File: src/hw/video_cfg.svh
`ifndef VIDEO_CFG_SVH
`define VIDEO_CFG_SVH

// horizontal geometry, in pixels
`define VID_H_TOTAL   40
`define VID_H_SYNC    4
`define VID_H_ACT_BEG 8
`define VID_H_ACT     24

// vertical geometry, in lines
`define VID_V_TOTAL   20
`define VID_V_SYNC    2
`define VID_V_ACT_BEG 4
`define VID_V_ACT     12

// overlay line buffer address
`define VID_X_W       5

// datapath widths
`define VID_PIX_W     8
`define VID_HCNT_W    6
`define VID_VCNT_W    5
`define VID_RGB_W     5
`define VID_PALSEL_W  4

`endif
File: src/hw/video_pkg.sv
`default_nettype none

`include "video_cfg.svh"

package video_pkg;

	// palette index as produced by gfx, overlay and border
	typedef logic [`VID_PIX_W-1:0] pix_idx_t;

	// raster counters
	typedef logic [`VID_HCNT_W-1:0] hcnt_t;
	typedef logic [`VID_VCNT_W-1:0] vcnt_t;

	// column inside the active window
	typedef logic [`VID_X_W-1:0] xpos_t;

	typedef struct packed {
		logic [`VID_RGB_W-1:0] r;
		logic [`VID_RGB_W-1:0] g;
		logic [`VID_RGB_W-1:0] b;
	} rgb_t;

	typedef struct packed {
		pix_idx_t                border;
		logic                    nogfx;
		logic                    notsu;
		logic [`VID_PALSEL_W-1:0] palsel;
	} video_cfg_t;

	// position of the pixel being stepped
	typedef struct packed {
		logic  blank;
		logic  hvpix;
		xpos_t x;
		logic  line_odd;
	} pix_pos_t;

	// one overlay write from the sprite engine
	typedef struct packed {
		logic     we;
		xpos_t    addr;
		pix_idx_t data;
	} ts_wr_t;

endpackage

`default_nettype wire

File: src/hw/video_ports.sv
`timescale 1ns/1ps
`default_nettype none

module video_ports (
	input  wire                  clk,
	input  wire                  arst_n,
	input  video_pkg::pix_idx_t  d,
	input  wire                  border_wr,
	input  wire                  vconf_wr,
	input  wire                  palsel_wr,
	input  wire                  line_start_s,
	output video_pkg::video_cfg_t cfg
);

	import video_pkg::*;

	// vconf bit positions
	localparam int VCONF_NOGFX = 5;
	localparam int VCONF_NOTSU = 4;

	// mode bits as written by the cpu, not yet visible
	logic vconf_nogfx;
	logic vconf_notsu;

	// border and palsel act at once
	always_ff @(posedge clk or negedge arst_n) begin
		if (!arst_n) begin
			cfg.border <= '0;
			cfg.palsel <= '0;
		end else begin
			if (border_wr)
				cfg.border <= d;
			if (palsel_wr)
				cfg.palsel <= d[3:0];
		end
	end

	// shadow of the mode bits
	always_ff @(posedge clk or negedge arst_n) begin
		if (!arst_n) begin
			vconf_nogfx <= 1'b0;
			vconf_notsu <= 1'b0;
		end else if (vconf_wr) begin
			vconf_nogfx <= d[VCONF_NOGFX];
			vconf_notsu <= d[VCONF_NOTSU];
		end
	end

	// mode change takes hold from the next line
	always_ff @(posedge clk or negedge arst_n) begin
		if (!arst_n) begin
			cfg.nogfx <= 1'b0;
			cfg.notsu <= 1'b0;
		end else if (line_start_s) begin
			cfg.nogfx <= vconf_nogfx;
			cfg.notsu <= vconf_notsu;
		end
	end

endmodule

`default_nettype wire

File: config.mk
export PLATFORM = sky130hd
export DESIGN_NAME = video_ports
export DESIGN_NICKNAME = d
export VERILOG_FILES = /design/src/hw/video_pkg.sv /design/src/hw/video_ports.sv
export VERILOG_INCLUDE_DIRS = /design/src /design/src/hw
export SDC_FILE = /design/constraint.sdc
export NUM_CORES = 1
export LEC_CHECK = 0
export BUFFER_PORTS_ARGS = -buffer_cell sky130_fd_sc_hd__buf_2
export CAP_MARGIN = 20
export CORE_MARGIN = 1
export CORE_UTILIZATION = 34
export CTS_CLUSTER_SIZE = 25
export DETAILED_ROUTE_END_ITERATION = 12
export SYNTH_ARGS = -nofsm -noshare
export SYNTH_HDL_FRONTEND = slang
export SYNTH_SLANG_ARGS = --single-unit
File: constraint.sdc
create_clock -name clk -period 1.1 [get_ports clk]
set_clock_uncertainty 0.15 [all_clocks]
set_input_delay 0 -clock clk [delete_from_list [all_inputs] [get_ports clk]]
set_output_delay 0 -clock clk [all_outputs]
set_load 0.05 [all_outputs]
## Word level (Yosys, flattened, before mapping)

Index checks and enable logic that the tools add are counted.

- Input port bits: 14
- Output and inout port bits: 14
- Flip-flop bits (word level): 16
- Word-level logic and storage cells: 6

## Longest topological paths before layout

- Depth in word-level cells: 0
- Gate-level depth with buffers: 2
- Mapped depth without buffers: 1

## Worst setup path after synthesis

OpenSTA, ideal clock, no wires.

- Path type: register to register
- From: reg, netlist name cfg[10]
- To: reg cfg[10] in the netlist's numbering
- Cell stages (with the launch flop): 2
- Arrival time: 0.869 ns
- Period minus slack after synthesis: 1.144 ns
- Library setup time: 0.125 ns
- Buffers on the path: 0
- Data required time: 0.825 ns
- Slack: -0.044 ns
- Cell sequence: dfrtp_1 > mux2_4

RTL lines:

| what | RTL line | RTL |
|---|---|---|
| end, declared | video_ports.sv:12 | `output video_pkg::video_cfg_t cfg` |

## Worst setup path in the final report

- From: reg cfg[11] in the netlist's numbering
- To: out cfg[11] in the netlist's numbering

No word-level cell between the ends.

==> key figures <==
Run status
  – Outcome: complete, but fails checks
  – Failing checks: hold timing

Global route
  – GRT Util Overall: 12.51%
  – Aggregate global routing overflow: 0
  – First-pass GRT wire length: 1766 µm
  – Vias in the first global route: 393
  – Initial antenna violation count: 0
  – Largest net degree at the start of global routing: 17

CTS
  – CTS Buf Count: 3
  – Clock Latency Late Sink: 280 ps
  – Post-CTS Setup Repair Bufs: 0
  – Root Driver: clkbuf_4
  – H-tree Lvls: 1
  – Number of hold buffers added after cts: 12
  – Clk slew on worst S/H paths: 90 ps
  – CTS tree: built
  – Longest Clk Path Bufs: 2
  – CTS sink count: 16

Worst setup path
  – R2r endpoint: cfg[0]$_DFFE_PN0P_
  – Crit start category: flip-flop
  – Delay-heaviest family, CP: flip-flops
  – Reg2reg start: cfg[0]$_DFFE_PN0P_
  – CP Max Fanout: 2
  – Worst EP arrival: 900 ps
  – Setup CP Type: flip-flop to output port
  – Critical Path Source: cfg[11]$_DFFE_PN0P_
  – Endpoint type of the worst setup path: output port
  – R2r setup slk: 170 ps
  – Crit-path max cell delay: 370 ps
  – Worst path bufs/invs: 1
  – Critical Path RT: 950 ps
  – CP cell instances: buf_2
  – Reg2Reg Depth: 1
  – CP max-delay cell: dfrtp_2

Worst hold path
  – HP Class: input port to async pin

Timing
  – Tcrit/Tclk final: 95.67%
  – RSZ-0062 raised after global routing: no
  – Hold_ws: -2.050 ps
  – Final setup violation count: 0
  – Slew Viols, Final: 0
  – Final hold vios: 9
  – Fin worst setup slack: 47.65 ps
  – Post-route minimum period: 1052 ps
  – Fmax: 950.3 MHz
  – Relative slew slack: 76.96%
  – Setup_tns: 0 ps
  – Worst Max-Slew Pin Slew: 345.5 ps

Finish
  – # diodes: 0
  – Commonest non-fill, non-tap cell in the layout: buf_2
  – Share of cells above drive strength 1: 81.33%
  – Fin area: 958.4 µm²
  – Synth-to-Final Area Change: 54.12%
  – Most frequent cells in the layout: buf_2, dfrtp_2, dlygate4sd3_1
  – Fin cells: 100
  – Fill cell count: 168
  – Final net count: 90
  – Post-layout util: 55.51%

Detailed routing
  – Via/cell ratio: 4.220
  – Total wire length: 1117 µm
  – Post-route ant nets: 0
  – Via count: 422
  – DR DRC count: 0
  – Initial DRC Count: 2
  – DR WL/cell: 11.17 µm
  – DR pass1 iterations: 2

Yosys
  – Cell count after synthesis: 33
  – FF+latch count, synth: 16
  – Avg Inst Size Synth: 18.84 µm²
  – Syn nets: 47
  – Area leader, netlist: dfrtp_1
  – Top post-synthesis cells by area: dfrtp_1, mux2_4, mux2_2
  – Synth Cell Area: 621.8 µm²
  – Synth cell types: 4
  – Top-area cell type share of the netlist area: 64.39%
  – Sequential area share after synthesis: 64.39%
  – Synth Warn #: 0

Power and ir drop
  – Max rail drop VDD: 0.6328 mV
  – Leakage power: 0.4499 nW
  – Pwr/cell area: 1563 nW/µm²
  – PnR Total Power: 1.498 mW

Placement
  – Placed cells: 84
  – Placed inst area: 794.5 µm²
  – Gpl congestion: 0.6507
  – IO Port Bufs: 27
  – Half-perimeter wire length after placement: 755.8 µm
  – Place WS: 183.7 ps

Floorplanning
  – Die area: 2004 µm²
  – # rows: 15
  – Chip height: 44.77 µm
  – Core ar.: 1727 µm²
  – Die Wd: 44.77 µm
  – Initial core utilization: 36.01%
  – Ports: 28

Job
  – Max Cap Viol: 0
-- state kept, by name, indices dropped and copies added, names as in the netlist --
| register | count |
|---|---|
| cfg | 14 |
| vconf_notsu | 1 |
| vconf_nogfx | 1 |
-- cell type report --
class	count	area, µm²	area share, %
repair buffers	39	262.8	27.42
flip-flops and latches	16	417.9	43.60
multi-input cells	16	210.2	21.93
clock buffers	4	36.28	3.786
well taps	25	31.28	3.264
-- routing by layer --
metal / wire length (µm) / vias up / GRT usage, %
met5: 0 / - / 0
met4: 0 / 0 / 5.455
met2: 514 / 14 / 19.12
li1: - / 200 / -
met3: 49 / 0 / 3.600
met1: 553 / 208 / 16.62
-- synthesized netlist by cell type, drive strengths merged --
| cell | n |
|---|---|
| dfrtp | 16 |
| mux2 | 16 |
| buf | 1 |
-- report_power, final --
group	total [mW]	switching [mW]	internal (mW)
Combinational	0.430	0.271	0.159
Sequential	0.688	0.0292	0.659
Clock	0.379	0.178	0.201
Total	1.50	0.479	1.02
-- cells by family (layout without fill, tap and decap cells) --
logic type	count (synthesis)	in the layout	synth area share, %
muxes	16	16	33.80
DFF	16	16	64.39
buffers and inverters	1	43	1.811
-- worst max path at each step --
| stage | end | slack (ps) | cells after the start |
|---|---|---|---|
| after floorplan | cfg[10]$_DFFE_PN0P_ | 40 | 1 |
| after global placement | cfg[7]$_DFFE_PN0P_ | 190 | 1 |
| after detailed placement | cfg[9]$_DFFE_PN0P_ | 180 | 1 |
| after CTS | cfg[2] | 30 | 1 |
| after global routing | cfg[8] | 1 | 1 |
| final | cfg[11] | 50 | 1 |
-- timing repair --
item                                    CTS  global route
hold endpoints to repair                 32             1
endpoints found under the setup margin    0             3
resized for setup                         0             3
(Power assumes the default switching activity.)
