==> config.mk <==
export PLATFORM = sky130hd
export DESIGN_NAME = video_tsline
export DESIGN_NICKNAME = d
export VERILOG_FILES = /design/src/hw/video_pkg.sv /design/src/hw/video_tsline.sv
export VERILOG_INCLUDE_DIRS = /design/src /design/src/hw
export SDC_FILE = /design/constraint.sdc
export NUM_CORES = 1
export LEC_CHECK = 0
export ABC_AREA = 0
export BUFFER_PORTS_ARGS = -buffer_cell sky130_fd_sc_hd__buf_2
export CAP_MARGIN = 20
export CORE_UTILIZATION = 55
export DETAILED_ROUTE_END_ITERATION = 8
export HOLD_SLACK_MARGIN = 0.15
export PLACE_DENSITY_LB_ADDON = 0.3
export SYNTH_ARGS = -nofsm -noshare
export SYNTH_HDL_FRONTEND = slang
export SYNTH_SLANG_ARGS = --single-unit
export TNS_END_PERCENT = 30
==> constraint.sdc <==
create_clock -name clk -period 2 [get_ports clk]
set_clock_uncertainty 0.15 [all_clocks]
set_input_delay 0.4 -clock clk [delete_from_list [all_inputs] [get_ports clk]]
set_output_delay 0.4 -clock clk [all_outputs]
set_load 0.05 [all_outputs]
==> src/hw/video_cfg.svh <==
`ifndef VIDEO_CFG_SVH
`define VIDEO_CFG_SVH

// horizontal geometry, in pixels
`define VID_H_TOTAL   40
`define VID_H_SYNC    4
`define VID_H_ACT_BEG 8
`define VID_H_ACT     24

// vertical geometry, in lines
`define VID_V_TOTAL   20
`define VID_V_SYNC    2
`define VID_V_ACT_BEG 4
`define VID_V_ACT     12

// overlay line buffer address
`define VID_X_W       5

// datapath widths
`define VID_PIX_W     8
`define VID_HCNT_W    6
`define VID_VCNT_W    5
`define VID_RGB_W     5
`define VID_PALSEL_W  4

`endif
==> src/hw/video_pkg.sv <==
`default_nettype none

`include "video_cfg.svh"

package video_pkg;

	// palette index as produced by gfx, overlay and border
	typedef logic [`VID_PIX_W-1:0] pix_idx_t;

	// raster counters
	typedef logic [`VID_HCNT_W-1:0] hcnt_t;
	typedef logic [`VID_VCNT_W-1:0] vcnt_t;

	// column inside the active window
	typedef logic [`VID_X_W-1:0] xpos_t;

	typedef struct packed {
		logic [`VID_RGB_W-1:0] r;
		logic [`VID_RGB_W-1:0] g;
		logic [`VID_RGB_W-1:0] b;
	} rgb_t;

	typedef struct packed {
		pix_idx_t                border;
		logic                    nogfx;
		logic                    notsu;
		logic [`VID_PALSEL_W-1:0] palsel;
	} video_cfg_t;

	// position of the pixel being stepped
	typedef struct packed {
		logic  blank;
		logic  hvpix;
		xpos_t x;
		logic  line_odd;
	} pix_pos_t;

	// one overlay write from the sprite engine
	typedef struct packed {
		logic     we;
		xpos_t    addr;
		pix_idx_t data;
	} ts_wr_t;

endpackage

`default_nettype wire

==> src/hw/video_tsline.sv <==
`timescale 1ns/1ps
`default_nettype none

`include "video_cfg.svh"

module video_tsline (
	input  wire                 clk,
	input  wire                 arst_n,
	input  wire                 c3,
	input  video_pkg::pix_pos_t pos,
	input  video_pkg::ts_wr_t   ts_wr,
	output video_pkg::pix_idx_t ts_pix
);

	import video_pkg::*;

	localparam int N_PIX = `VID_H_ACT;

	// two line buffers, role follows line parity
	pix_idx_t buf_mem [2][N_PIX];

	logic rd_stb;
	logic wr_ok;
	logic front;

	// buffer 0 is shown on odd lines
	assign front  = ~pos.line_odd;
	assign rd_stb = c3 & pos.hvpix;
	assign wr_ok  = ts_wr.we && (int'(ts_wr.addr) < N_PIX);

	always_ff @(posedge clk) begin
		for (int i = 0; i < 2; i++) begin
			if (i == int'(front)) begin
				// clear behind the read
				if (rd_stb)
					buf_mem[i][pos.x] <= '0;
			end else if (wr_ok) begin
				buf_mem[i][ts_wr.addr] <= ts_wr.data;
			end
		end
	end

	// read sees the old contents
	always_ff @(posedge clk or negedge arst_n) begin
		if (!arst_n)
			ts_pix <= '0;
		else if (rd_stb)
			ts_pix <= buf_mem[front][pos.x];
	end

endmodule

`default_nettype wire

== After elaboration in Yosys (flattened, before gate mapping) ==
Memory sizes are Yosys's and may differ from the RTL's.
Cells that the tools add are included.
W data, S select, Z words.
Word-level totals
  bits in registers: 8
  bits in writable memories: 384
  bits of input ports: 25
  output and inout port bits: 8
  logic and storage cells: 799
  memories kept: 1
Operators by class
  order comparisons: 5
  mux-type cells: 401
  bitwise logic cells: 388
  reduce and logical (&&, ||, !) cells: 3
Memory list
  buf_mem: words 2, bits a word 192, read ports 1, clocked after memory_dff 0, write ports 2, RTL line video_tsline.sv:20  | pix_idx_t buf_mem [2][N_PIX];
Operators by type and width (count)
  $mux W192: 4
  $mux W1: 390
  $or A1 B1 Y1: 384
  $demux W8 S5: 2
  $bmux W8 S5: 1
  $mux W8: 4
  $ge A6 B6 Y1 const B: 2
  $lt A6 B1 Y1 const B: 2
  $not A5 Y6: 2
  $lt A5 B5 Y1 const B: 1
  $logic_and A1 B1 Y1: 3
  $and A1 B1 Y1: 1
  $not A1 Y1: 1

== Longest topological paths before layout ==
  depth after elaboration: 7
  gate-level depth with buffers: 8
  depth with buffers taken out: 4

== Worst setup path after synthesis ==
No wires, ideal clock.
  path kind: in2reg
  from: in pos[1] in the netlist's numbering
  to: mem buf_mem[0][112] in the netlist's numbering, enable pin
  library setup time: 376 ps
  arrival: 2021 ps
  data required time: 1474 ps
  setup slack: -547 ps
  cell stages on the path: 7
  path buffers: 4
  cell sequence: buf_4 -> buf_4 -> buf_2 -> buf_2 -> nor2b_1 -> nand3_1 -> o22ai_1
RTL lines
  start: declaration: RTL line video_tsline.sv:10  | input video_pkg::pix_pos_t pos,
  end: declaration: RTL line video_tsline.sv:20

== Final worst setup path ==
  from: mem buf_mem[1][64] in the netlist's numbering
  to: reg ts_pix[0]
Between the ends
  longest elaborated chain between the ends: 4
RTL lines
  $mem_v2 Z2 W192
  $bmux W8 S5: RTL line video_tsline.sv:48  | ts_pix <= buf_mem[front][pos.x];
  $mux W8 (not written as such) (2 in series): RTL line video_tsline.sv:48
  end signal: assignment: RTL line video_tsline.sv:48
  end: declaration: RTL line video_tsline.sv:12  | output video_pkg::pix_idx_t ts_pix
Every way passes these cells. The select of a mux whose other input is x is not followed.
A chain may end at the register's enable or synchronous reset.

==> flow_metrics.tcl <==
set metrics [dict create \
    dp.final_hpwl_um 32200 \
    gp_congestion 0.904 \
    hold-worst-slack_ns 0.214 \
    r2r-end "ts_pix[0]" \
    cp_top_family "compound AO/OA/AOI/OAI gates" \
    period_share_pct 101 \
    grt_max_degree 49 \
    clkPwrFrac_pct 40.7 \
    io_buffers 31 \
    violations "setup timing" \
    drt_iter0_drc 1196 \
    cp-start-kind "flop" \
    hold_viol_final 0 \
    syn2layout_area_growth_pct 21.9 \
    cp.arrival_ns 2.28 \
    setup_ws_ns -0.0200 \
    vias_per_cell 6.04 \
    clk_pin_slew_ns 0.06 \
    grt_pass1_vias 11400 \
    path_cells "mux4_2 > a22oi_2 > o211ai_1 > o32a_1" \
    r2r-start "buf_mem[1][64]" \
    slowest_delay_ns 0.53 \
    core-area_mm2 0.0325 \
    syn_area_mm2 0.0182 \
    fmax_mhz 495 \
    crit_path_start "buf_mem[1][64]" \
    clock_latency_ns 0.53 \
    initial_core_util_pct 55.9 \
    syn_avg_cell_area_um2 15.0 \
    root_buffer "clkbuf_16" \
    grt_setup_unrepaired "true" \
    vias 11200 \
    antenna_left 0 \
    crit_fanout 1 \
    cts_max_level 2 \
    hp-start "ts_wr[2]" \
    slew_viol_final 0 \
    cts_tree "yes" \
    ys_seq_area_share_pct 64.5 \
    ys_seq_elements 392 \
    avgRoutedWirePerCell_um 25.4 \
    antenna_found_initial 1 \
    crit_buf_inv 0 \
    synth_warnings 0 \
    ios 33 \
    power.internal_uw 13500 \
    leakage_uw 0.00669 \
    clk_path_buf_depth 3 \
    crit_path_top_delay_cell "mux4_2" \
    syn_inst 1210 \
    p_sw_share_pct 21.9 \
    gr-total-overflow 0 \
    critPathCapture "ts_pix[0]" \
    power_frac_seq_pct 52.5 \
    row_count 66 \
    setup_viol 2 \
    cts.sinks 392 \
    power_density_mw_per_mm2 777 \
    syn_nets 1235 \
    worst_pin_slew_ns 1.01 \
    worstSetupPathType "reg -> reg" \
    drv_cap 0 \
    die_w_um 184 \
    layout.nets 1414 \
    critPathCaptureType "flop" \
    worst_ep_required_time_ns 2.26 \
    status "finished with violations" \
    cp.depth 4 \
    worstRegToRegCells 4 \
    die_area_mm2 0.0338 \
    vdd_drop_max_v 0.000590 \
    cts_inserted_buffers 40 \
    place_worst_setup_slack_ns -0.703 \
    totalWireLength_um 47300 \
    drc 0 \
    drive_above_1_share_pct 30.3 \
    switchingPower_uw 3770 \
    track_usage_pct 29.0 \
    r2r_setup_slack_ns -0.02 \
    grt_pass1_wl_um 70800 \
    die_h_um 184 \
    drt_first_pass_iters 6 \
    min_path_type "in -> reg" \
    yosysUniqueCellTypes 42 \
    min_period_ns 2.02 \
    p_comb_share_pct 6.8 \
    slew_headroom_pct 31.4 \
]
-- how the worst min path moves through the flow --
| stage | end | cells after the start | slack [ns] |
|---|---|---|---|
| after floorplan | ts_pix[0] | 0 | -0.05 |
| after global placement | ts_pix[0] | 1 | 0.12 |
| after detailed placement | ts_pix[0] | 1 | 0.12 |
| after CTS | buf_mem[1][74] | 2 | 0.23 |
| after global routing | buf_mem[0][66] | 2 | 0.24 |
| final | buf_mem[1][42] | 2 | 0.21 |
-- Yosys cell counts --
cell type	instances	area, um2
nor3_1	1	5.00
a22o_1	1	8.76
o32a_1	7	70.1
buf_6	3	33.8
o21ai_0	11	55.1
nor4b_1	1	8.76
nor3b_1	3	22.5
o2111ai_1	1	8.76
a22oi_1	23	173
inv_1	2	7.51
nor2_1	57	214
mux2i_1	11	110
a221oi_1	1	8.76
dfrtp_1	8	200
edfxtp_1	384	11500
buf_4	6	45.0
nor4bb_1	4	40.0
or3_1	2	12.5
or3b_2	4	35.0
nand3_1	8	40.0
a21oi_1	6	30.0
o22a_1	1	8.76
nand4_1	4	25.0
and3b_1	1	8.76
clkbuf_1	64	240
buf_1	8	30.0
mux4_2	96	2160
nand2_1	13	48.8
nand4b_1	4	35.0
nor2b_1	1	6.26
o211ai_1	5	37.5
and2_1	385	2410
a32oi_1	4	35.0
buf_2	18	90.1
nor4_1	2	12.5
nand3b_1	4	30.0
a21boi_1	1	7.51
a31oi_1	2	12.5
o22ai_1	49	307
o21ai_1	1	5.00
and3_1	1	6.26
and4b_1	2	20.0
-- through the flow --
step           cell area, um2  std cells  power (uW)  util (%)   TNS, ns
2_1_floorplan           18600       1210        9840         -    -65.25
3_3_place_gp            20800       1780       10300      64.0   -169.02
3_5_place_dp            20800       1780       10300      64.0   -195.79
4_1_cts                 22100       1853       17300      67.9  -0.00937
5_1_grt                 22200       1861       17600      68.2   -0.0332
6_report                22200       1861       17200      68.2   -0.0280
-- timing repair --
item | in CTS | in global routing
hold buffers | 2 | 0
endpoints found under the setup margin | 7 | 7
hold endpoints to repair | 8 | 0
gates resized for setup | 12 | 8
pin swaps | 4 | 8
buffers inserted | 0 | 7
-- layer usage --
layer | track usage, % | vias to the layer above | share of wire [%] | wire [um]
met5 | 1.63 | - | 0.15 | 71
met3 | 7.86 | 93 | 9.5 | 4510
li1 | - | 4931 | - | -
met2 | 45.5 | 528 | 48 | 22500
met1 | 39.4 | 5679 | 40 | 18800
met4 | 9.47 | 2 | 3.0 | 1430
-- placed cells by master, fill, tap and decap left out, types with 10 or more instances in the layout --
cell type and n:
o22ai_2 10, o22ai_1 25, buf_4 157, mux4_2 96, o22ai_4 14, buf_2 28, nand2_1 12, edfxtp_1 384
buf_12 45, nor2_1 56, clkbuf_16 41, a22oi_1 16, mux2i_1 10, and2_1 385, clkinv_2 11
-- flip-flops by register name, indices dropped and copies added, names as in the netlist --
| signal | count |
|---|---|
| ts_pix | 8 |
| buf_mem | 384 |
-- layout make-up --
| cell class | instances | area, um2 |
|---|---|---|
| flip-flops and latches | 392 | 11700 |
| repair buffers | 236 | 2320 |
| clock inverters | 22 | 154 |
| well taps | 442 | 553 |
| multi-input cells | 717 | 6360 |
| inverters | 2 | 7.51 |
| diodes | 1 | 2.50 |
| fillers | 2220 | 10400 |
| clock buffers | 49 | 1060 |
-- cells by family (layout without fill, tap and decap cells) --
group,count (synthesis),in the layout,synth area share [%]
AOI/OAI and AO/OA,113,113,4.22
buffers and inverters,101,309,2.45
DFF,392,392,64.5
muxes,107,107,12.5
other,0,1,0
and+or+nand+nor,497,497,16.4
-- power by group through the flow --
| stage | Sequential (uW) | Combinational [uW] | Clock (uW) |
|---|---|---|---|
| floorplan | 9290 | 556 | 0 |
| finish | 9050 | 1170 | 7010 |
| global placement | 9210 | 1110 | 0 |
| detailed placement | 9220 | 1130 | 0 |
| global route | 9050 | 1230 | 7350 |
| CTS | 9040 | 1140 | 7070 |
(Power assumes the default switching activity.)
