[config.mk]
export PLATFORM = sky130hd
export DESIGN_NAME = video_sync
export DESIGN_NICKNAME = d
export VERILOG_FILES = /design/src/hw/video_pkg.sv /design/src/hw/video_sync.sv
export VERILOG_INCLUDE_DIRS = /design/src /design/src/hw
export SDC_FILE = /design/constraint.sdc
export NUM_CORES = 1
export LEC_CHECK = 0
export BUFFER_PORTS_ARGS = -buffer_cell sky130_fd_sc_hd__buf_4
export CAP_MARGIN = 15
export CORE_UTILIZATION = 49
export CTS_CLUSTER_DIAMETER = 40
export DETAILED_ROUTE_END_ITERATION = 16
export GPL_ROUTABILITY_DRIVEN = 0
export PLACE_DENSITY = 0.78
export SLEW_MARGIN = 20
export SYNTH_ARGS = -nofsm -noshare
export SYNTH_HDL_FRONTEND = slang
export SYNTH_SLANG_ARGS = --single-unit
[constraint.sdc]
create_clock -name clk -period 1.4 [get_ports clk]
set_input_delay 0.21 -clock clk [delete_from_list [all_inputs] [get_ports clk]]
set_output_delay 0.21 -clock clk [all_outputs]
set_load 0.005 [all_outputs]
[src/hw/video_cfg.svh]
`ifndef VIDEO_CFG_SVH
`define VIDEO_CFG_SVH

// horizontal geometry, in pixels
`define VID_H_TOTAL   40
`define VID_H_SYNC    4
`define VID_H_ACT_BEG 8
`define VID_H_ACT     24

// vertical geometry, in lines
`define VID_V_TOTAL   20
`define VID_V_SYNC    2
`define VID_V_ACT_BEG 4
`define VID_V_ACT     12

// overlay line buffer address
`define VID_X_W       5

// datapath widths
`define VID_PIX_W     8
`define VID_HCNT_W    6
`define VID_VCNT_W    5
`define VID_RGB_W     5
`define VID_PALSEL_W  4

`endif
[src/hw/video_pkg.sv]
`default_nettype none

`include "video_cfg.svh"

package video_pkg;

	// palette index as produced by gfx, overlay and border
	typedef logic [`VID_PIX_W-1:0] pix_idx_t;

	// raster counters
	typedef logic [`VID_HCNT_W-1:0] hcnt_t;
	typedef logic [`VID_VCNT_W-1:0] vcnt_t;

	// column inside the active window
	typedef logic [`VID_X_W-1:0] xpos_t;

	typedef struct packed {
		logic [`VID_RGB_W-1:0] r;
		logic [`VID_RGB_W-1:0] g;
		logic [`VID_RGB_W-1:0] b;
	} rgb_t;

	typedef struct packed {
		pix_idx_t                border;
		logic                    nogfx;
		logic                    notsu;
		logic [`VID_PALSEL_W-1:0] palsel;
	} video_cfg_t;

	// position of the pixel being stepped
	typedef struct packed {
		logic  blank;
		logic  hvpix;
		xpos_t x;
		logic  line_odd;
	} pix_pos_t;

	// one overlay write from the sprite engine
	typedef struct packed {
		logic     we;
		xpos_t    addr;
		pix_idx_t data;
	} ts_wr_t;

endpackage

`default_nettype wire

[src/hw/video_sync.sv]
`timescale 1ns/1ps
`default_nettype none

`include "video_cfg.svh"

module video_sync (
	input  wire                 clk,
	input  wire                 arst_n,
	input  wire                 c3,
	output logic                hsync,
	output logic                vsync,
	output logic                line_start_s,
	output logic                int_start,
	output video_pkg::pix_pos_t pos
);

	import video_pkg::*;

	localparam hcnt_t H_LAST    = hcnt_t'(`VID_H_TOTAL - 1);
	localparam vcnt_t V_LAST    = vcnt_t'(`VID_V_TOTAL - 1);
	localparam hcnt_t H_SYNC    = hcnt_t'(`VID_H_SYNC);
	localparam vcnt_t V_SYNC    = vcnt_t'(`VID_V_SYNC);
	localparam hcnt_t H_ACT_BEG = hcnt_t'(`VID_H_ACT_BEG);
	localparam hcnt_t H_ACT_END = hcnt_t'(`VID_H_ACT_BEG + `VID_H_ACT);
	localparam vcnt_t V_ACT_BEG = vcnt_t'(`VID_V_ACT_BEG);
	localparam vcnt_t V_ACT_END = vcnt_t'(`VID_V_ACT_BEG + `VID_V_ACT);

	hcnt_t hcnt;
	hcnt_t hcnt_nxt;
	vcnt_t vcnt;
	vcnt_t vcnt_nxt;
	logic  h_wrap;
	logic  v_last;
	logic  line_odd;
	logic  hpix;
	logic  vpix;

	assign h_wrap   = (hcnt == H_LAST);
	assign v_last   = (vcnt == V_LAST);
	assign hcnt_nxt = h_wrap ? '0 : hcnt + hcnt_t'(1);

	always_comb begin
		vcnt_nxt = vcnt;
		if (h_wrap)
			vcnt_nxt = v_last ? '0 : vcnt + vcnt_t'(1);
	end

	// counters only step on the pixel strobe
	always_ff @(posedge clk or negedge arst_n) begin
		if (!arst_n) begin
			hcnt     <= '0;
			vcnt     <= '0;
			hsync    <= 1'b0;
			vsync    <= 1'b0;
			line_odd <= 1'b0;
		end else if (c3) begin
			hcnt  <= hcnt_nxt;
			vcnt  <= vcnt_nxt;
			hsync <= (hcnt_nxt < H_SYNC);
			vsync <= (vcnt_nxt < V_SYNC);
			if (h_wrap)
				line_odd <= ~line_odd;
		end
	end

	// pulses ride on the wrapping strobe
	assign line_start_s = c3 & h_wrap;
	assign int_start    = c3 & h_wrap & v_last;

	assign hpix = (hcnt >= H_ACT_BEG) && (hcnt < H_ACT_END);
	assign vpix = (vcnt >= V_ACT_BEG) && (vcnt < V_ACT_END);

	assign pos.blank    = (hcnt < H_SYNC) || (vcnt < V_SYNC);
	assign pos.hvpix    = hpix & vpix;
	assign pos.x        = hpix ? xpos_t'(hcnt - H_ACT_BEG) : '0;
	assign pos.line_odd = line_odd;

endmodule

`default_nettype wire

### Word level (Yosys, flattened, before mapping)

Index checks and enable logic that the tools add are counted.
Widths: inputs -> output; s select.

| operators by class | value |
|---|---|
| $add $sub $neg | 3 |
| $lt $le $gt $ge | 8 |
| eq/ne operators | 2 |
| muxes and demuxes | 4 |
| bitwise gates (word level) | 4 |
| reduce and logical (&&, ||, !) cells | 4 |

Operators with widths:

| kind | number |
|---|---|
| $mux 5 | 3 |
| $lt 6x3->1 const B | 2 |
| $lt 5x2->1 const B | 2 |
| $add 6x1->6 const B | 1 |
| $eq 6x6->1 const B | 1 |
| $ge 6x4->1 const B | 1 |
| $lt 6x6->1 const B | 1 |
| $mux 6 | 1 |
| $add 5x1->5 const B | 1 |
| $eq 5x5->1 const B | 1 |
| $ge 5x3->1 const B | 1 |
| $lt 5x5->1 const B | 1 |
| $sub 5x4->5 const B | 1 |
| $and 1x1->1 | 3 |
| $logic_and 1x1->1 | 2 |
| $reduce_and 2->1 | 1 |
| $logic_or 1x1->1 | 1 |
| $not 1->1 | 1 |

| word-level totals | value |
|---|---|
| bits in registers | 14 |
| input bits | 3 |
| output and inout port bits | 12 |

### Longest topological paths before layout

| depth | value |
|---|---|
| depth after elaboration | 4 |
| mapped depth | 6 |

### Worst setup path before layout

OpenSTA, ideal clock, no wires.

| timing path | value |
|---|---|
| path type | register -> register |
| from | register vcnt[0] |
| to | register vsync |
| library setup time | 0.130 ns |
| data arrival time | 1.324 ns |
| data required time | 1.270 ns |
| setup slack | -0.054 ns |
| stages on the path, launching flop included | 6 |
| cell sequence | dfrtp_1 ha_1 nand4bb_1 or3_1 a32oi_1 o32ai_1 |

| between the ends | value |
|---|---|
| word-level cells in the longest chain between the ends | 4 |
| elaborated cells between the ends (all ways) | 5 |
| classes of those cells | add/sub: 1; order compare: 1; eq/ne: 1; mux: 2 |

RTL lines:

| what | line | source |
|---|---|---|
| start: declaration | video_sync.sv:30 | `vcnt_t vcnt;` |
| start signal: assignment | video_sync.sv:58 | `vcnt <= vcnt_nxt;` |
| $add 5x1->5 / $eq 5x5->1 (equally long branches) | video_sync.sv:45, video_sync.sv:39 |  |
| $mux 5 | video_sync.sv:45 | `vcnt_nxt = v_last ? '0 : vcnt + vcnt_t'(1);` |
| $mux 5 (*) | video_sync.sv:44 | `if (h_wrap)` |
| $lt 5x2->1 (*) | video_sync.sv:60 | `vsync <= (vcnt_nxt < V_SYNC);` |
| end signal: assignment | video_sync.sv:60 |  |
| end: declaration | video_sync.sv:11 | `output logic vsync,` |

Every way passes the cells marked *; elsewhere a longest branch is shown, timed or not.
A chain may end at the register's enable or synchronous reset.

### Final worst setup path

| timing path | value |
|---|---|
| from | register hcnt[1] |
| to | output port int_start |

| between the ends | value |
|---|---|
| word-level cells in the longest chain between the ends | 3 |

RTL lines:

| what | line | source |
|---|---|---|
| start: declaration | video_sync.sv:28 | `hcnt_t hcnt;` |
| start signal: assignment | video_sync.sv:57 | `hcnt <= hcnt_nxt;` |
| $eq 6x6->1 | video_sync.sv:38 | `assign h_wrap = (hcnt == H_LAST);` |
| $and 1x1->1 (2 in a row) | video_sync.sv:68 | `assign int_start = c3 & h_wrap & v_last;` |
| end: declaration | video_sync.sv:13 | `output logic int_start,` |

Every way passes these cells.

==> results.json <==
{
  "cts_tree": "done",
  "clkLatencyLatePin_ps": 290,
  "whs_ps": 245.0,
  "finalSetupViolCount": 18,
  "synth_xor_area_share_pct": 6.516,
  "syn_nets": 112,
  "fin_crit_sh_pct": 120.5,
  "r2r_slack_ps": -270,
  "grt_pass1_wl_um": 4319,
  "drtIter0Drc": 41,
  "hold_viol": 0,
  "initial_core_util_pct": 53.33,
  "p_int_w": 0.001552,
  "end_kind": "primary output",
  "synth_top_family_by_area": "simple AND/OR/NAND/NOR gates",
  "ys_types": 37,
  "required_ps": 1190,
  "core-area_sq_mm": 0.001764,
  "wl_um": 3211,
  "finClkSkew_ps": 2.843,
  "grt_overflow": 0,
  "fp.dieH_um": 45.82,
  "powerDensity_mw_per_mm2": 1640,
  "cts_buffers": 3,
  "die_w_um": 45.82,
  "ios": 15,
  "drtAntennaViolNets": 0,
  "synth_seq_cells": 14,
  "antenna_found_initial": 0,
  "synth.area.top_cells": "dfrtp_1 (37%), ha_1 (6.6%), nand2_1 (5.2%)",
  "cp_max_fo": 3,
  "crit_chain": "ha_2, and4bb_4, nand3_4, nor2_2, buf_4",
  "cts.sinks": 14,
  "power.static_leakage_nw": 0.6832,
  "h-tree-depth": 1,
  "p_seq_share_pct": 25.0,
  "via_count": 998,
  "async_reset_ff_share_pct": 100.0,
  "layout.cells.non_filler": 173,
  "synthMuxAreaShare_pct": 1.064,
  "diodes": 0,
  "wl_per_cell_um": 18.56,
  "p_total_w": 0.002566,
  "p_comb_share_pct": 63.0,
  "hpwlAfterDp_um": 1573,
  "slew_viol_final": 0,
  "syn_area_sq_um": 940.9,
  "hold_class": "input pin to flip-flop",
  "yosysSeqAreaShare_pct": 37.23,
  "cpMaxStageDelayCell": "dfrtp_1",
  "relSlewSlack_pct": 76.25,
  "syn2layout_area_growth_pct": 66.22,
  "rsz0062_at_grt": "yes",
  "dp.cells": 155,
  "violations": "setup timing",
  "synth_top_area_cell": "dfrtp_1",
  "grtUsageTotal_pct": 29.07,
  "power.clock.fraction_pct": 12.0,
  "arrival_ps": 1480,
  "rows": 15,
  "max_stage_delay_ps": 370,
  "netlist.area_leader.share_pct": 37.23,
  "worstSetupPathType": "flip-flop to primary output",
  "drive_gt1_share_pct": 56.08,
  "status": "finished with violations",
  "utilization_pct": 88.65,
  "dr.pass1.iters": 5,
  "yosysWarnings": 0,
  "synthSimpleGateAreaFrac_pct": 25.40,
  "grt_pass1_vias": 953,
  "clk_pin_slew_worst_paths_ps": 90,
  "port_buffers": 14,
  "ir_drop_v": 0.001001,
  "nets": 157,
  "drv_cap": 0,
  "cts.path.max_buffers": 2,
  "worst_pin_slew_ps": 356.3,
  "p_sw_w": 0.001014,
  "synth-edff-count": 0,
  "via_per_inst": 5.769,
  "synth_compound_gate_area_share_pct": 13.70,
  "drcViolationCount": 0,
  "setup_tns_ps": -2547,
  "synthAdderAreaFrac_pct": 6.649,
  "cp-start-kind": "flip-flop",
  "period_minus_slack_ps": 1687,
  "clockRootBuffer": "clkbuf_4",
  "synth_flop_cell": "dfrtp_1",
  "swShare_pct": 39.52,
  "grt_max_degree": 17,
  "worst_slack_ps": -286.8,
  "syn_inst": 104,
  "synth.avg_cell_area_sq_um": 9.047,
  "dieArea_sq_mm": 0.002099,
  "max_freq_mhz": 592.8
}
[state kept, by name, summed over array words and instances (netlist names)]
register,count
vsync,1
hcnt,6
vcnt,5
hsync,1
line_odd,1
[repair_timing]
action / 4_1_cts / 5_1_grt
hold endpoints to repair: 14 / 0
resized for setup: 22 / 24
hold buffers: 1 / 0
setup buffers: 12 / 1
gates cloned: 0 / 0
pin swaps: 11 / 10
endpoints found under the setup margin: 13 / 19
[stage by stage]
stage                     setup slack [ps]  cell area, sq um
after global routing                -340.9              1564
after floorplan                     -50.65             950.9
after CTS                           -230.0              1409
after detailed placement            -125.6              1179
after global placement              -23.75              1179
final                               -286.8              1564
[cell type report]
type                            count  area [sq um]
Multi-Input combinational cell     74         705.7
Timing Repair Buffer               48         407.9
Sequential cell                    14         350.3
Fill cell                          89         200.2
Clock buffer                        4         36.28
Inverter                            8         32.53
Tap cell                           25         31.28
[kinds of logic after synthesis]
logic type      count (synthesis)
simple gates                   43
compound gates                 18
buf+inv                        16
flops                          14
xor+xnor                        7
fa+ha+maj                       5
mux                             1
[Yosys cell counts, drive strengths merged (2+ instances only)]
library cell	number
a31oi	4
and2	2
buf	7
dfrtp	14
ha	5
inv	8
nand2	13
nand3	3
nand4	3
nand4bb	2
nor2	6
nor3	7
o21ai	4
o22ai	3
xnor2	5
xor2	2
[routing by layer]
layer,GRT usage (%),share of wire [%]
met2,48.57,51
met1,37.68,41
met5,0,0
met4,12.35,3.7
met3,3.175,4.5
[power groups by stage]
stage          Combinational (W)  Clock, W  Sequential [W]
2_1_floorplan           0.000617         0        0.000593
3_3_place_gp             0.00107         0        0.000609
3_5_place_dp             0.00109         0        0.000612
4_1_cts                  0.00140  0.000307        0.000612
5_1_grt                  0.00172  0.000325        0.000651
6_report                 0.00162  0.000308        0.000641
[path summary, 6_finish.rpt]
check                                startpoint              endpoint  cells past startpoint
setup / recovery            hcnt[1]$_DFFE_PN0P_             int_start                      5
hold / removal                               c3     vsync$_DFFE_PN0P_                      2
setup reg to reg            vcnt[0]$_DFFE_PN0P_     vsync$_DFFE_PN0P_                      6
hold reg to reg            line_odd$_DFFE_PN0P_  line_odd$_DFFE_PN0P_                      1
max in group asynchronous                arst_n   hcnt[4]$_DFFE_PN0P_                      2
min in group asynchronous                arst_n     hsync$_DFFE_PN0P_                      2
[cell usage in the layout, fill, tap and decap left out, drive strengths merged, types with 2 or more instances in the layout]
cell	n
nand4	3
nand2	13
and2	2
clkbuf	4
o22ai	3
nor3	7
o21ai	4
nor2	6
ha	5
dfrtp	14
nand4bb	2
inv	8
xnor2	5
a31oi	4
nand3	3
xor2	2
buf	47
[worst max-delay path: cells and delay by family, from the launching register on]
kind                     cells  cell delay, ps
adder cells (fa/ha/maj)      1             190
buffers and inverters        1             110
flip-flops                   1             370
AND/OR/NAND/NOR              3             500
Note: power is estimated with default switching activity, not from simulation.
