<file path="src/hw/video_cfg.svh">
`ifndef VIDEO_CFG_SVH
`define VIDEO_CFG_SVH

// horizontal geometry, in pixels
`define VID_H_TOTAL   40
`define VID_H_SYNC    4
`define VID_H_ACT_BEG 8
`define VID_H_ACT     24

// vertical geometry, in lines
`define VID_V_TOTAL   20
`define VID_V_SYNC    2
`define VID_V_ACT_BEG 4
`define VID_V_ACT     12

// overlay line buffer address
`define VID_X_W       5

// datapath widths
`define VID_PIX_W     8
`define VID_HCNT_W    6
`define VID_VCNT_W    5
`define VID_RGB_W     5
`define VID_PALSEL_W  4

`endif
</file>
<file path="src/hw/video_pkg.sv">
`default_nettype none

`include "video_cfg.svh"

package video_pkg;

	// palette index as produced by gfx, overlay and border
	typedef logic [`VID_PIX_W-1:0] pix_idx_t;

	// raster counters
	typedef logic [`VID_HCNT_W-1:0] hcnt_t;
	typedef logic [`VID_VCNT_W-1:0] vcnt_t;

	// column inside the active window
	typedef logic [`VID_X_W-1:0] xpos_t;

	typedef struct packed {
		logic [`VID_RGB_W-1:0] r;
		logic [`VID_RGB_W-1:0] g;
		logic [`VID_RGB_W-1:0] b;
	} rgb_t;

	typedef struct packed {
		pix_idx_t                border;
		logic                    nogfx;
		logic                    notsu;
		logic [`VID_PALSEL_W-1:0] palsel;
	} video_cfg_t;

	// position of the pixel being stepped
	typedef struct packed {
		logic  blank;
		logic  hvpix;
		xpos_t x;
		logic  line_odd;
	} pix_pos_t;

	// one overlay write from the sprite engine
	typedef struct packed {
		logic     we;
		xpos_t    addr;
		pix_idx_t data;
	} ts_wr_t;

endpackage

`default_nettype wire

</file>
<file path="src/hw/video_render.sv">
`timescale 1ns/1ps
`default_nettype none

module video_render (
	input  wire                   clk,
	input  wire                   arst_n,
	input  wire                   c3,
	input  video_pkg::video_cfg_t cfg,
	input  video_pkg::pix_pos_t   pos,
	input  video_pkg::pix_idx_t   gfx_pix,
	input  video_pkg::pix_idx_t   ts_pix,
	output video_pkg::pix_idx_t   vplex,
	output logic                  blank_d
);

	import video_pkg::*;

	// border or gfx index, decided with the pixel position
	pix_idx_t base_q;
	logic     ts_en_q;
	logic     ts_hit;

	always_ff @(posedge clk or negedge arst_n) begin
		if (!arst_n) begin
			base_q  <= '0;
			ts_en_q <= 1'b0;
			blank_d <= 1'b0;
		end else if (c3) begin
			if (!pos.hvpix || cfg.nogfx)
				base_q <= cfg.border;
			else
				base_q <= {cfg.palsel, gfx_pix[3:0]};
			ts_en_q <= pos.hvpix & ~cfg.notsu;
			blank_d <= pos.blank;
		end
	end

	// overlay read lands on the same strobe as base_q
	assign ts_hit = ts_en_q && (ts_pix[3:0] != 4'd0);
	assign vplex  = ts_hit ? ts_pix : base_q;

endmodule

`default_nettype wire

</file>
<file path="config.mk">
export PLATFORM = sky130hd
export DESIGN_NAME = video_render
export DESIGN_NICKNAME = d
export VERILOG_FILES = /design/src/hw/video_pkg.sv /design/src/hw/video_render.sv
export VERILOG_INCLUDE_DIRS = /design/src /design/src/hw
export SDC_FILE = /design/constraint.sdc
export NUM_CORES = 1
export LEC_CHECK = 0
export BUFFER_PORTS_ARGS = -buffer_cell sky130_fd_sc_hd__buf_2
export CAP_MARGIN = 20
export CORE_UTILIZATION = 38
export CTS_CLUSTER_SIZE = 12
export DETAILED_ROUTE_END_ITERATION = 8
export PLACE_DENSITY = 0.84
export SLEW_MARGIN = 40
export SYNTH_ARGS = -nofsm -noshare
export SYNTH_HDL_FRONTEND = slang
export SYNTH_SLANG_ARGS = --single-unit
</file>
<file path="constraint.sdc">
create_clock -name clk -period 3.3 [get_ports clk]
set_input_delay 0.66 -clock clk [delete_from_list [all_inputs] [get_ports clk]]
set_output_delay 0.66 -clock clk [all_outputs]
set_load 0.01 [all_outputs]
</file>
**Word level (Yosys, flattened, before mapping)**

Cells that the tools add are included.

- Bits in registers: 10
- Logic and storage cells: 11

- Mux-type cells: 2
- Bitwise gates (word level): 2
- Reduce and logical (&&, ||, !) cells: 4

Operators with widths:

| cell | number |
|---|---|
| 8-bit two-way mux | 2 |
| 4-bit nonzero test | 1 |
| 1-bit AND | 1 |
| 1-bit logical AND | 1 |
| 1-bit logical NOT | 1 |
| 1-bit logical OR | 1 |
| 1-bit inverter | 1 |

**Longest topological paths before layout**

Gate-level depths: netlist (run 1).

- Word-level depth: 3
- Gate-level depth with buffers: 4
- Depth with buffers taken out: 3

**Worst setup path after synthesis (run 1)**

OpenSTA, ideal clock, no wires.

- Path kind: input port to output port
- From: input port ts_pix[0]
- To: output port vplex[4]
- Data arrival time: 1.569 ns
- Required time: 2.640 ns
- Setup slack: 1.071 ns
- Cell stages on the path: 2
- Path buffers: 0
- Cell sequence: o41ai_4 mux2_2

- Cells in the longest elaborated chain, start to end: 3

Ends and longest elaborated chain:

| what | RTL line | text |
|---|---|---|
| start: declaration | video_render.sv:11 | `input video_pkg::pix_idx_t ts_pix,` |
| 4-bit nonzero test | video_render.sv:39 | `assign ts_hit = ts_en_q && (ts_pix[3:0] != 4'd0);` |
| 1-bit logical AND | video_render.sv:39 |  |
| 8-bit two-way mux | video_render.sv:40 | `assign vplex = ts_hit ? ts_pix : base_q;` |
| end: declaration | video_render.sv:12 | `output video_pkg::pix_idx_t vplex,` |

No other way between the ends.

**Worst setup path after layout (run 1)**

- From: input port ts_pix[0]
- To: output port vplex[6]

Same word-level chain as after synthesis.

==> results of run 1 <==
## registers in the layout (all words and copies together) (netlist names)
signal,cells
ts_en_q,1
base_q,8
blank_d,1
## cells by family after synthesis
kind of cell / after synthesis / share of synthesized area
simple gates: 22 / 0.157
compound gates: 10 / 0.129
buf+inv: 4 / 0.0288
mux: 13 / 0.242
flops: 10 / 0.443
## layout make-up
type                       count  area (um^2)  area share
tap                           15         18.8      0.0233
multi-input combinational     45          300       0.373
sequential                    10          250       0.311
timing repair buffer          39          195       0.243
clock buffer                   4         36.3      0.0451
inverter                       1         3.75     0.00467
## metrics by stage
step                      setup slack [ps]  hold slack (ps)  power, uW
after floorplan                       1070              364        191
after global placement                 736              487        228
after detailed placement               683              515        232
after CTS                              681              230        346
after global routing                   634              242        361
final                                  721              234        340
## critical path, delay by kind of cell
family                 cells  cell delay [ps]
AOI/OAI and AO/OA          1              600
muxes                      1              390
buffers and inverters      2              260
## worst max-delay path by stage
stage | startpoint | end | cells past startpoint
2_1_floorplan | ts_pix[0] | vplex[4] | 2
5_1_grt | ts_pix[0] | vplex[7] | 4
6_report | ts_pix[0] | vplex[6] | 4
3_3_place_gp | ts_pix[0] | vplex[6] | 4
3_5_place_dp | ts_pix[0] | vplex[6] | 4
4_1_cts | ts_pix[0] | vplex[6] | 4
## cell usage in the layout, fill, tap and decap left out
| master | count |
|---|---|
| nand3b_1 | 1 |
| clkbuf_8 | 1 |
| mux2i_1 | 8 |
| nor2_1 | 8 |
| mux2_2 | 5 |
| inv_1 | 1 |
| nand2_1 | 12 |
| clkbuf_4 | 3 |
| nor2b_2 | 1 |
| o21ai_0 | 1 |
| dfrtp_1 | 10 |
| a21oi_1 | 8 |
| o41ai_4 | 1 |
| buf_2 | 39 |
## per-layer routing
layer,share of wire,vias to the layer above
li1,-,284
met1,0.39,247
met2,0.55,23
met3,0.063,2
met4,0.0031,0
met5,0,-
## report_power, final
group          internal [uW]  total, uW  switching, uW
Clock                   67.0        112           44.9
Combinational           44.3       85.5           41.2
Sequential               135        143           7.56
==> results.md, run 1 <==
- Post-synth EDFFs: 0
- Skew final: 0 ps
- Synthesized flop and latch total: 10
- Crit path top cell by count: buf_2
- Slew Limit Headroom: 0.620
- Max Freq: 388 MHz
- Largest fanout on the critical path: 8
- Global placer's final weighted congestion: 0.578
- Grt total ovfl: 0
- Final Hold Viols: 0
- Synth Area per Inst: 9.56 um^2
- Clk root buf: clkbuf_4
- Largest net degree at the start of global routing: 20
- Ranking of synthesized cells by area: dfrtp_1 44%, mux2i_1 14%, mux2_2 10%
- Area delta synth->final: 42.6%
- Critical-path cell list: buf_2 -> o41ai_4 -> mux2_2 -> buf_2
- H-tree Lvls: 1
- Synth unique cells: 13
- Clk sinks: 10
- First-pass detailed-route iteration total: 4
- Die Footprint: 1640 um^2
- Die width: 40.5 um
- PortBufs: 39
- Most common cell in the synthesized netlist: nand2_1
- Drt drc: 0
- RSZ-0062 raised after global routing: no
- Share of the synthesized area in the top cell type: 0.443
- Critical path launch point type: input pin
- I/O pins: 50
- Via count: 556
- Top post-synthesis cells by count: 12 x nand2_1, 10 x dfrtp_1, 8 x a21oi_1, 8 x mux2i_1, 8 x nor2_1
- CP Capture Type: output port
- CTS tree: yes
- CTS clk-pin slew, worst paths: 70 ps
- Final net count: 141
- Delay of the slowest cell on the worst path: 600 ps
- WL per Instance: 11.5 um
- Clock latency on the worst-skew pair: 270 ps
- Core Util, Final: 0.603
- Post-synthesis async set-or-reset flop share: 1.00
- Sequential element share of the synthesized area: 0.443
- Worst R2R Setup Slack: 2520 ps
- Hold-fix buffers at CTS: 0
- Final Non-Filler Cells: 114
- Worst reg2reg endpoint: ts_en_q
- Global Route met2 Usage: 0.341
- Worst slew pin tran: 568 ps
- Synthesized Nets: 100
- Min-Delay Path Class: input pin to asynchronous set/reset pin
- Placed cells: 110
- Die height: 40.5 um
- Final Instance Area: 805 um^2
- Post-Syn Instances: 59
- Cell area after placement: 768 um^2
- Core ar.: 1330 um^2
- CTS Buf Count: 3
- Most used DFF post-synth: dfrtp_1
- Worst endpoint required time: 2640 ps
- FP Rows: 13
- Vias per cell: 4.88
- Setup TNS: 0 ps
- FF-to-FF Start: ts_en_q
- DRT Wirelength: 1310 um
- Ant diodes: 0
- P_leak: 0.000412 uW
- M3 GR Usage: 0.0833
- CP Class: input pin to output port
- Met1 usage: 0.186
- Register-to-Register Path Depth: 2
- Final ANT Viol Nets: 0
- Max cap viols: 0
- Area leader, netlist: dfrtp_1
- Top Usage Layer GRT: met2
- Gr usage total: 0.189
- Critical Path AT: 1920 ps
- Outcome: complete, no violations
- DP Wirelength: 1050 um
- Worst path slowest cell: o41ai_4
- Share of cells above drive strength 1: 0.505
- Final setup viols: 0
- Via count of the first global-routing pass: 528
- Initial antenna violation count: 0
- First-pass GRT wire length: 1980 um
- Worst VDD drop: 212 uV
- 1st-iter DRT viols: 5
- Longest Clk Path Bufs: 2
- Power per standard cell area: 423 nW/um^2
- CTS resizes: 0
- Final period util: 0.782
- Filler cell count: 135
- Post-Syn Area: 564 um^2
- Max Slew Vio Count: 0
- Post-layout min period: 2580 ps
- Initial Util: 0.423
- Post-CTS setup buffers: 0
- Yosys warning count: 0
No activity file was read; power rests on OpenSTA's default activity.
==> inputs of run 2 (changes only) <==
--- a/config.mk
+++ b/config.mk
@@ -8,10 +8,10 @@
 export LEC_CHECK = 0
 export BUFFER_PORTS_ARGS = -buffer_cell sky130_fd_sc_hd__buf_2
 export CAP_MARGIN = 20
-export CORE_UTILIZATION = 38
+export CORE_UTILIZATION = 32
 export CTS_CLUSTER_SIZE = 12
 export DETAILED_ROUTE_END_ITERATION = 8
-export PLACE_DENSITY = 0.84
+export PLACE_DENSITY = 0.76
 export SLEW_MARGIN = 40
 export SYNTH_ARGS = -nofsm -noshare
 export SYNTH_HDL_FRONTEND = slang
==> constraint.sdc (replaced) <==
create_clock -name clk -period 2.1 [get_ports clk]
set_input_delay 0.42 -clock clk [delete_from_list [all_inputs] [get_ports clk]]
set_output_delay 0.42 -clock clk [all_outputs]
set_load 0.01 [all_outputs]
==> run 2 against run 1 <==
Against the previous run: the run now ends with DRC left; sequential share of layout area is 0.29 points lower; utilization down 8.8 points; critical path depth up 1; highest routed layer is now met3; register-to-register slack worse by 1200 ps; largest cell class unchanged.
==> results.md, run 2 (synthesis results as in run 1) <==
- P_leak: 0.000418 uW (+1.6%)
- Initial Util: 0.358 (-0.0651)
- Placed cells: 114 (+3.6%)
- Skew final: 0 ps (unchanged)
- Final Hold Viols: 0 (unchanged)
- Sequential cell fraction of total power: 0.459 (+0.040)
- Power after layout: 489 uW (+44%)
- Final setup viols: 0 (unchanged)
- Final ANT Viol Nets: 0 (unchanged)
- Largest regs: base_q x8, blank_d x1, ts_en_q x1
- Largest fanout on the critical path: 8 (unchanged)
- CTS tree: yes
- Comb pwr share: 0.285 (+0.034)
- Area delta synth->final: 43.9%
- Slew Limit Headroom: 0.794 (+0.174)
- Net switching power: 137 uW (+46%)
- DRT Wirelength: 1290 um (-1.5%)
- DP Wirelength: 1060 um (+1.7%)
- RSZ-0062 raised after global routing: no
- Critical Path AT: 1550 ps (-370 ps)
- I/O pins: 50 (unchanged)
- CTS Buf Count: 3 (unchanged)
- WL per Instance: 11.0 um (-4.0%)
- Clock latency on the worst-skew pair: 250 ps (-20 ps)
- Outcome: finished with violations
- Initial antenna violation count: 0 (unchanged)
- Switch share: 0.280 (+0.00460)
- First-pass GRT wire length: 1970 um (-0.35%)
- CP Capture Type: output port
- Max reg flops: 8 (unchanged)
- Final period util: 0.940
- Global placer's final weighted congestion: 0.693 (+20%)
- Failing checks: DRC
- Max Slew Vio Count: 0 (unchanged)
- Clk sinks: 10 (unchanged)
- Via count of the first global-routing pass: 504 (-4.5%)
- Die width: 44.0 um (+8.5%)
- Commonest non-fill, non-tap cell in the layout: buf_2
- 1st-iter DRT viols: 7 (+2)
- Filler cell count: 150 (+11%)
- Critical path launch point type: input pin
- Power per standard cell area: 602 nW/um^2 (+42%)
- Max Freq: 507 MHz
- Min-Delay Path Class: input pin to asynchronous set/reset pin
- CTS resizes: 0 (unchanged)
- Clk root buf: clkbuf_4
- Hold-fix buffers at CTS: 0 (unchanged)
- First-pass detailed-route iteration total: 6 (+2)
- Setup TNS: 0 ps (unchanged)
- Core ar.: 1580 um^2 (+18%)
- Leading cell types in the layout, fill and taps excluded: 39 x buf_2, 12 x nand2_1, 10 x dfrtp_1
- Vias per cell: 4.83 (-0.99%)
- Core Util, Final: 0.515 (-0.0881)
- Power Internal: 352 uW (+43%)
- Final Non-Filler Cells: 117 (+2.6%)
- Area occupied by multi-input gates: 298 um^2 (-0.83%)
- Worst slew pin tran: 309 ps (-259 ps)
- Clk pwr share: 0.256 (-0.073)
- CP Class: input pin to output port
- Grt total ovfl: 0 (unchanged)
- Post-CTS setup buffers: 0 (unchanged)
- Longest Clk Path Bufs: 2 (unchanged)
- PortBufs: 39 (unchanged)
- H-tree Lvls: 1 (unchanged)
- FP Rows: 14 (+1)
- Share of cells above drive strength 1: 0.505 (about the same)
- Ant diodes: 0 (unchanged)
- Die height: 44.0 um (+8.5%)
- Die Footprint: 1940 um^2 (+18%)
- Worst endpoint required time: 1680 ps (-960 ps)
- CTS clk-pin slew, worst paths: 60 ps (about the same)
- Via count: 565 (+1.6%)
- Gr usage total: 0.141 (-0.0478)
- Final net count: 144 (+2.1%)
- Largest net degree at the start of global routing: 20 (unchanged)
- Post-layout min period: 1970 ps
- Drt drc: 4 (+4)
- Register area: 250 um^2 (unchanged)
- Max cap viols: 0 (unchanged)
- Most flops, register: base_q
- Worst VDD drop: 353 uV (+66%)
run 2: final cells by class:
cell class / count / share of cell area
multi-input combinational: 45 / 0.367
timing repair buffer: 42 / 0.268
tap: 16 / 0.0247
clock buffer: 3 / 0.0277
inverter: 1 / 0.00462
sequential: 10 / 0.308
run 2: worst paths after layout:
kind / start / to / slack (ps) / cells past startpoint
min: arst_n / base_q[6] / 10 / 1
max: ts_pix[0] / vplex[5] / 130 / 5
min in group clk: pos[7] / blank_d / 400 / 2
min reg2reg: blank_d / blank_d / 510 / 1
max in group asynchronous: arst_n / base_q[5] / 1900 / 1
max reg2reg: ts_en_q / ts_en_q / 1350 / 2
run 2: stage by stage:
step / worst slack [ps] / instance area [um^2] / hold WS [ps]
2_1_floorplan: 351 / 564 / 124
3_3_place_gp: 135 / 790 / 292
3_5_place_dp: 115 / 790 / 292
4_1_cts: 112 / 812 / 13.5
5_1_grt: 56.0 / 812 / 13.2
6_report: 126 / 812 / 14.0
run 2: power by group through the flow:
| stage | sequential [uW] | clock [uW] | combinational [uW] |
|---|---|---|---|
| global placement | 226 | 0 | 138 |
| CTS | 224 | 131 | 142 |
| floorplan | 226 | 0 | 73.5 |
| detailed placement | 228 | 0 | 142 |
| finish | 224 | 125 | 139 |
| global route | 227 | 142 | 155 |
run 2: per-layer routing:
metal  vias up  wire, um  GRT usage
li1        286         -          -
met1       251       544      0.156
met2        28       622      0.257
met3         0       122     0.0375
met4         0         0     0.0545
met5         -         0          0
run 2: critical path, stage by stage:
cell	delay, ps
buf_2	120
o41ai_4	330
buf_4	210
mux2_2	330
buf_2	140
==> inputs of run 3 (changes only) <==
--- a/config.mk
+++ b/config.mk
@@ -6,12 +6,13 @@
 export SDC_FILE = /design/constraint.sdc
 export NUM_CORES = 1
 export LEC_CHECK = 0
+export ABC_AREA = 1
 export BUFFER_PORTS_ARGS = -buffer_cell sky130_fd_sc_hd__buf_2
 export CAP_MARGIN = 20
-export CORE_UTILIZATION = 32
+export CORE_UTILIZATION = 36
 export CTS_CLUSTER_SIZE = 12
 export DETAILED_ROUTE_END_ITERATION = 8
-export PLACE_DENSITY = 0.76
+export PLACE_DENSITY = 0.78
 export SLEW_MARGIN = 40
 export SYNTH_ARGS = -nofsm -noshare
 export SYNTH_HDL_FRONTEND = slang
==> run 3 against run 2 <==
Against the previous run: the flow finishes with violations (hold timing); largest power group unchanged; worst setup slack better by 390 ps; clock-buffer cell count unchanged; combinational power up 5%; first-iteration DRC count up 130%; area after synthesis up 24%.
==> results.md, run 3 <==
- Leading cell types in the layout, fill and taps excluded: 46 x nand2_1, 39 x buf_2, 24 x nand3_1
- Net switching power: 154 uW (+12%)
- Largest fanout on the critical path: 10 (+2)
- Worst R2R Setup Slack: 1330 ps (-20 ps)
- Synth unique cells: 11 (-2)
- Final Hold Viols: 5 (+5)
- Final setup viols: 0 (unchanged)
- Critical Path Source: ts_en_q
- Sequential cell fraction of total power: 0.457 (-0.002)
- CTS resizes: 0 (unchanged)
- Ranking of synthesized cells by area: dfrtp_1 36%, nand2_1 25%, nand3_1 17%
- Synth Area per Inst: 6.49 um^2 (-32%)
- Die width: 46.1 um (+4.8%)
- Adder-cell share of the synthesized area: 0 (unchanged)
- RSZ-0062 raised after global routing: no
- Worst slew pin tran: 337 ps (+27.7 ps)
- DRT Wirelength: 1530 um (+19%)
- Post-synthesis async set-or-reset flop share: 1.00 (unchanged)
- Via count of the first global-routing pass: 630 (+25%)
- Share of the synthesized area in the top cell type: 0.357 (-0.0863)
- Top post-synthesis cells by count: 46 x nand2_1, 24 x nand3_1, 16 x inv_1, 10 x dfrtp_1, 3 x nand2_4
- Skew final: 0 ps (unchanged)
- Final ANT Viol Nets: 0 (unchanged)
- Drt drc: 0 (-4)
- Mux share of post-synthesis cell area: 0 (-0.242)
- H-tree Lvls: 1 (unchanged)
- Setup TNS: 0 ps (unchanged)
- Post-Synth Simple-Gate Area: 0.489 (+0.332)
- Critical path launch point type: flop
- Largest regs: base_q x8, blank_d x1, ts_en_q x1
- Die Footprint: 2130 um^2 (+9.9%)
- Area leader, netlist: dfrtp_1
- Worst hold margin: -3.50 ps (-17.5 ps)
- CTS clk-pin slew, worst paths: 60 ps (about the same)
- DR WL met2: 692 um (+11%)
- Worst reg2reg endpoint: ts_en_q
- Commonest non-fill, non-tap cell in the layout: nand2_1
- Longest Clk Path Bufs: 2 (unchanged)
- Worst endpoint required time: 1680 ps (about the same)
- Most common cell in the synthesized netlist: nand2_1
- Highest routed layer: met4
- Register-to-Register Path Depth: 2 (unchanged)
- Worst VDD drop: 261 uV (-26%)
- Final net count: 189 (+31%)
- Clk sinks: 10 (unchanged)
- Largest family of logic cells by synthesized area: simple AND/OR/NAND/NOR gates
- Die height: 46.1 um (+4.8%)
- CP Capture Type: output port
- Clock latency on the worst-skew pair: 260 ps (about the same)
- 1st-iter DRT viols: 16 (+9)
- Post-Syn Instances: 108 (+83%)
- Grt total ovfl: 0 (unchanged)
- Vias per cell: 4.46 (-7.6%)
- Wl on met1: 687 um (+26%)
- Hold-fix buffers at CTS: 0 (unchanged)
- Critical Path AT: 1170 ps (-380 ps)
- Global placer's final weighted congestion: 0.700 (+1.1%)
- Area delta synth->final: 29.8%
- Synthesized flop and latch total: 10 (unchanged)
- Post-Syn Area: 701 um^2 (+24%)
- FP Rows: 15 (+1)
- Power per standard cell area: 547 nW/um^2 (-9.2%)
- Power Internal: 343 uW (-2.4%)
- CP Class: flop to output port
- First-pass GRT wire length: 2440 um (+23%)
- XOR/XNOR Fraction of Synth Area: 0 (unchanged)
- Final period util: 0.756 (-0.184)
- DR WL met3: 100 um (-18%)
- Initial antenna violation count: 0 (unchanged)
- Clk pwr share: 0.249 (-0.007)
- P_leak: 0.000599 uW (+43%)
- Max cap viols: 0 (unchanged)
- FF-to-FF Start: ts_en_q
- Ant diodes: 0 (unchanged)
- Via count: 763 (+35%)
- Slew Limit Headroom: 0.775 (-0.0185)
- Min-Delay Path Class: input pin to asynchronous set/reset pin
- Post-layout min period: 1590 ps (-386 ps)
- Crit path to: vplex[7]
- Max reg flops: 8 (unchanged)
- Largest net degree at the start of global routing: 12 (-40%)
- Max Slew Vio Count: 0 (unchanged)
- Post-synth EDFFs: 0 (unchanged)
- Switch share: 0.309 (+0.0293)
- Outcome: finished with violations
- Core ar.: 1780 um^2 (+13%)
- Most flops, register: base_q
- Share of cells above drive strength 1: 0.336 (-0.169)
- I/O pins: 50 (unchanged)
- Comb pwr share: 0.294 (+0.009)
- Max Freq: 630 MHz (+24%)
- Final Non-Filler Cells: 171 (+46%)
- DP Wirelength: 1260 um (+18%)
- CTS Buf Count: 3 (unchanged)
- Most used DFF post-synth: dfrtp_1
- Clk root buf: clkbuf_4
- PortBufs: 39 (unchanged)
- Placed cells: 168 (+47%)
- Synth Area in Compound Gates: 0 (-0.129)
- Gr usage total: 0.162 (+0.0207)
- Failing checks: hold timing
- Initial Util: 0.393 (+0.0350)
- Synthesized Nets: 149 (+49%)
- Yosys warning count: 0 (unchanged)
- Post-CTS setup buffers: 0 (unchanged)
- Sequential element share of the synthesized area: 0.357 (-0.0863)
- WL per Instance: 8.94 um (-19%)
- CTS tree: yes
- First-pass detailed-route iteration total: 4 (-2)
run 3: cell count changes in the layout (fill, tap and decap cells not counted), moves of 3 or more:
| cell | previous run | this run |
|---|---|---|
| mux2i_1 | 8 | 0 |
| nand3_1 | 0 | 24 |
| mux2_2 | 5 | 0 |
| inv_1 | 1 | 16 |
| nand2_4 | 0 | 3 |
| buf_4 | 3 | 0 |
| a21oi_1 | 8 | 0 |
| nor2_1 | 8 | 1 |
| nand2_1 | 12 | 46 |
run 3: worst max-delay path, stage by stage (launching register included):
cell	delay (ps)
dfrtp_1	540
nand2_4	120
nand2_1	80
nand2_1	40
buf_2	130
run 3: routing by layer:
| layer | global-route usage | up-vias |
|---|---|---|
| li1 | - | 404 |
| met1 | 0.182 | 311 |
| met2 | 0.282 | 43 |
| met3 | 0.0235 | 5 |
| met4 | 0.106 | 0 |
| met5 | 0 | - |
run 3: power groups by stage:
stage	clock network [uW]	logic [uW]	registers, uW
after floorplan	0	93.4	225
after global placement	0	142	229
after global routing	134	168	230
final	124	146	227
after CTS	126	148	228
after detailed placement	0	147	231
run 3: how the worst min path moves through the flow:
| stage | startpoint | endpoint | slack, ps |
|---|---|---|---|
| finish | arst_n | base_q[7] | -4 |
| global route | arst_n | base_q[5] | 10 |
| CTS | arst_n | base_q[7] | 6 |
| detailed placement | arst_n | base_q[7] | 280 |
| global placement | arst_n | blank_d | 280 |
| floorplan | arst_n | base_q[0] | 120 |
run 3: kinds of logic after synthesis:
| group | after synthesis |
|---|---|
| simple gates | 76 |
| buf+inv | 22 |
| flops | 10 |
run 3: layout make-up:
| cell class | count | area (um^2) |
|---|---|---|
| flip-flops and latches | 10 | 250 |
| clock buffers | 3 | 22.5 |
| multi-input cells | 76 | 343 |
| repair buffers | 39 | 195 |
| inverters | 18 | 67.6 |
| well taps | 25 | 31.3 |
| fillers | 197 | 873 |
run 3: through the flow:
step           total power, uW  cell area, um^2  worst slack, ps  utilization
6_report                   497              910              513        0.510
5_1_grt                    533              910              394        0.510
4_1_cts                    503              910              495        0.510
3_5_place_dp               378              887              550        0.498
3_3_place_gp               372              887              574        0.498
2_1_floorplan              318              701              806            -
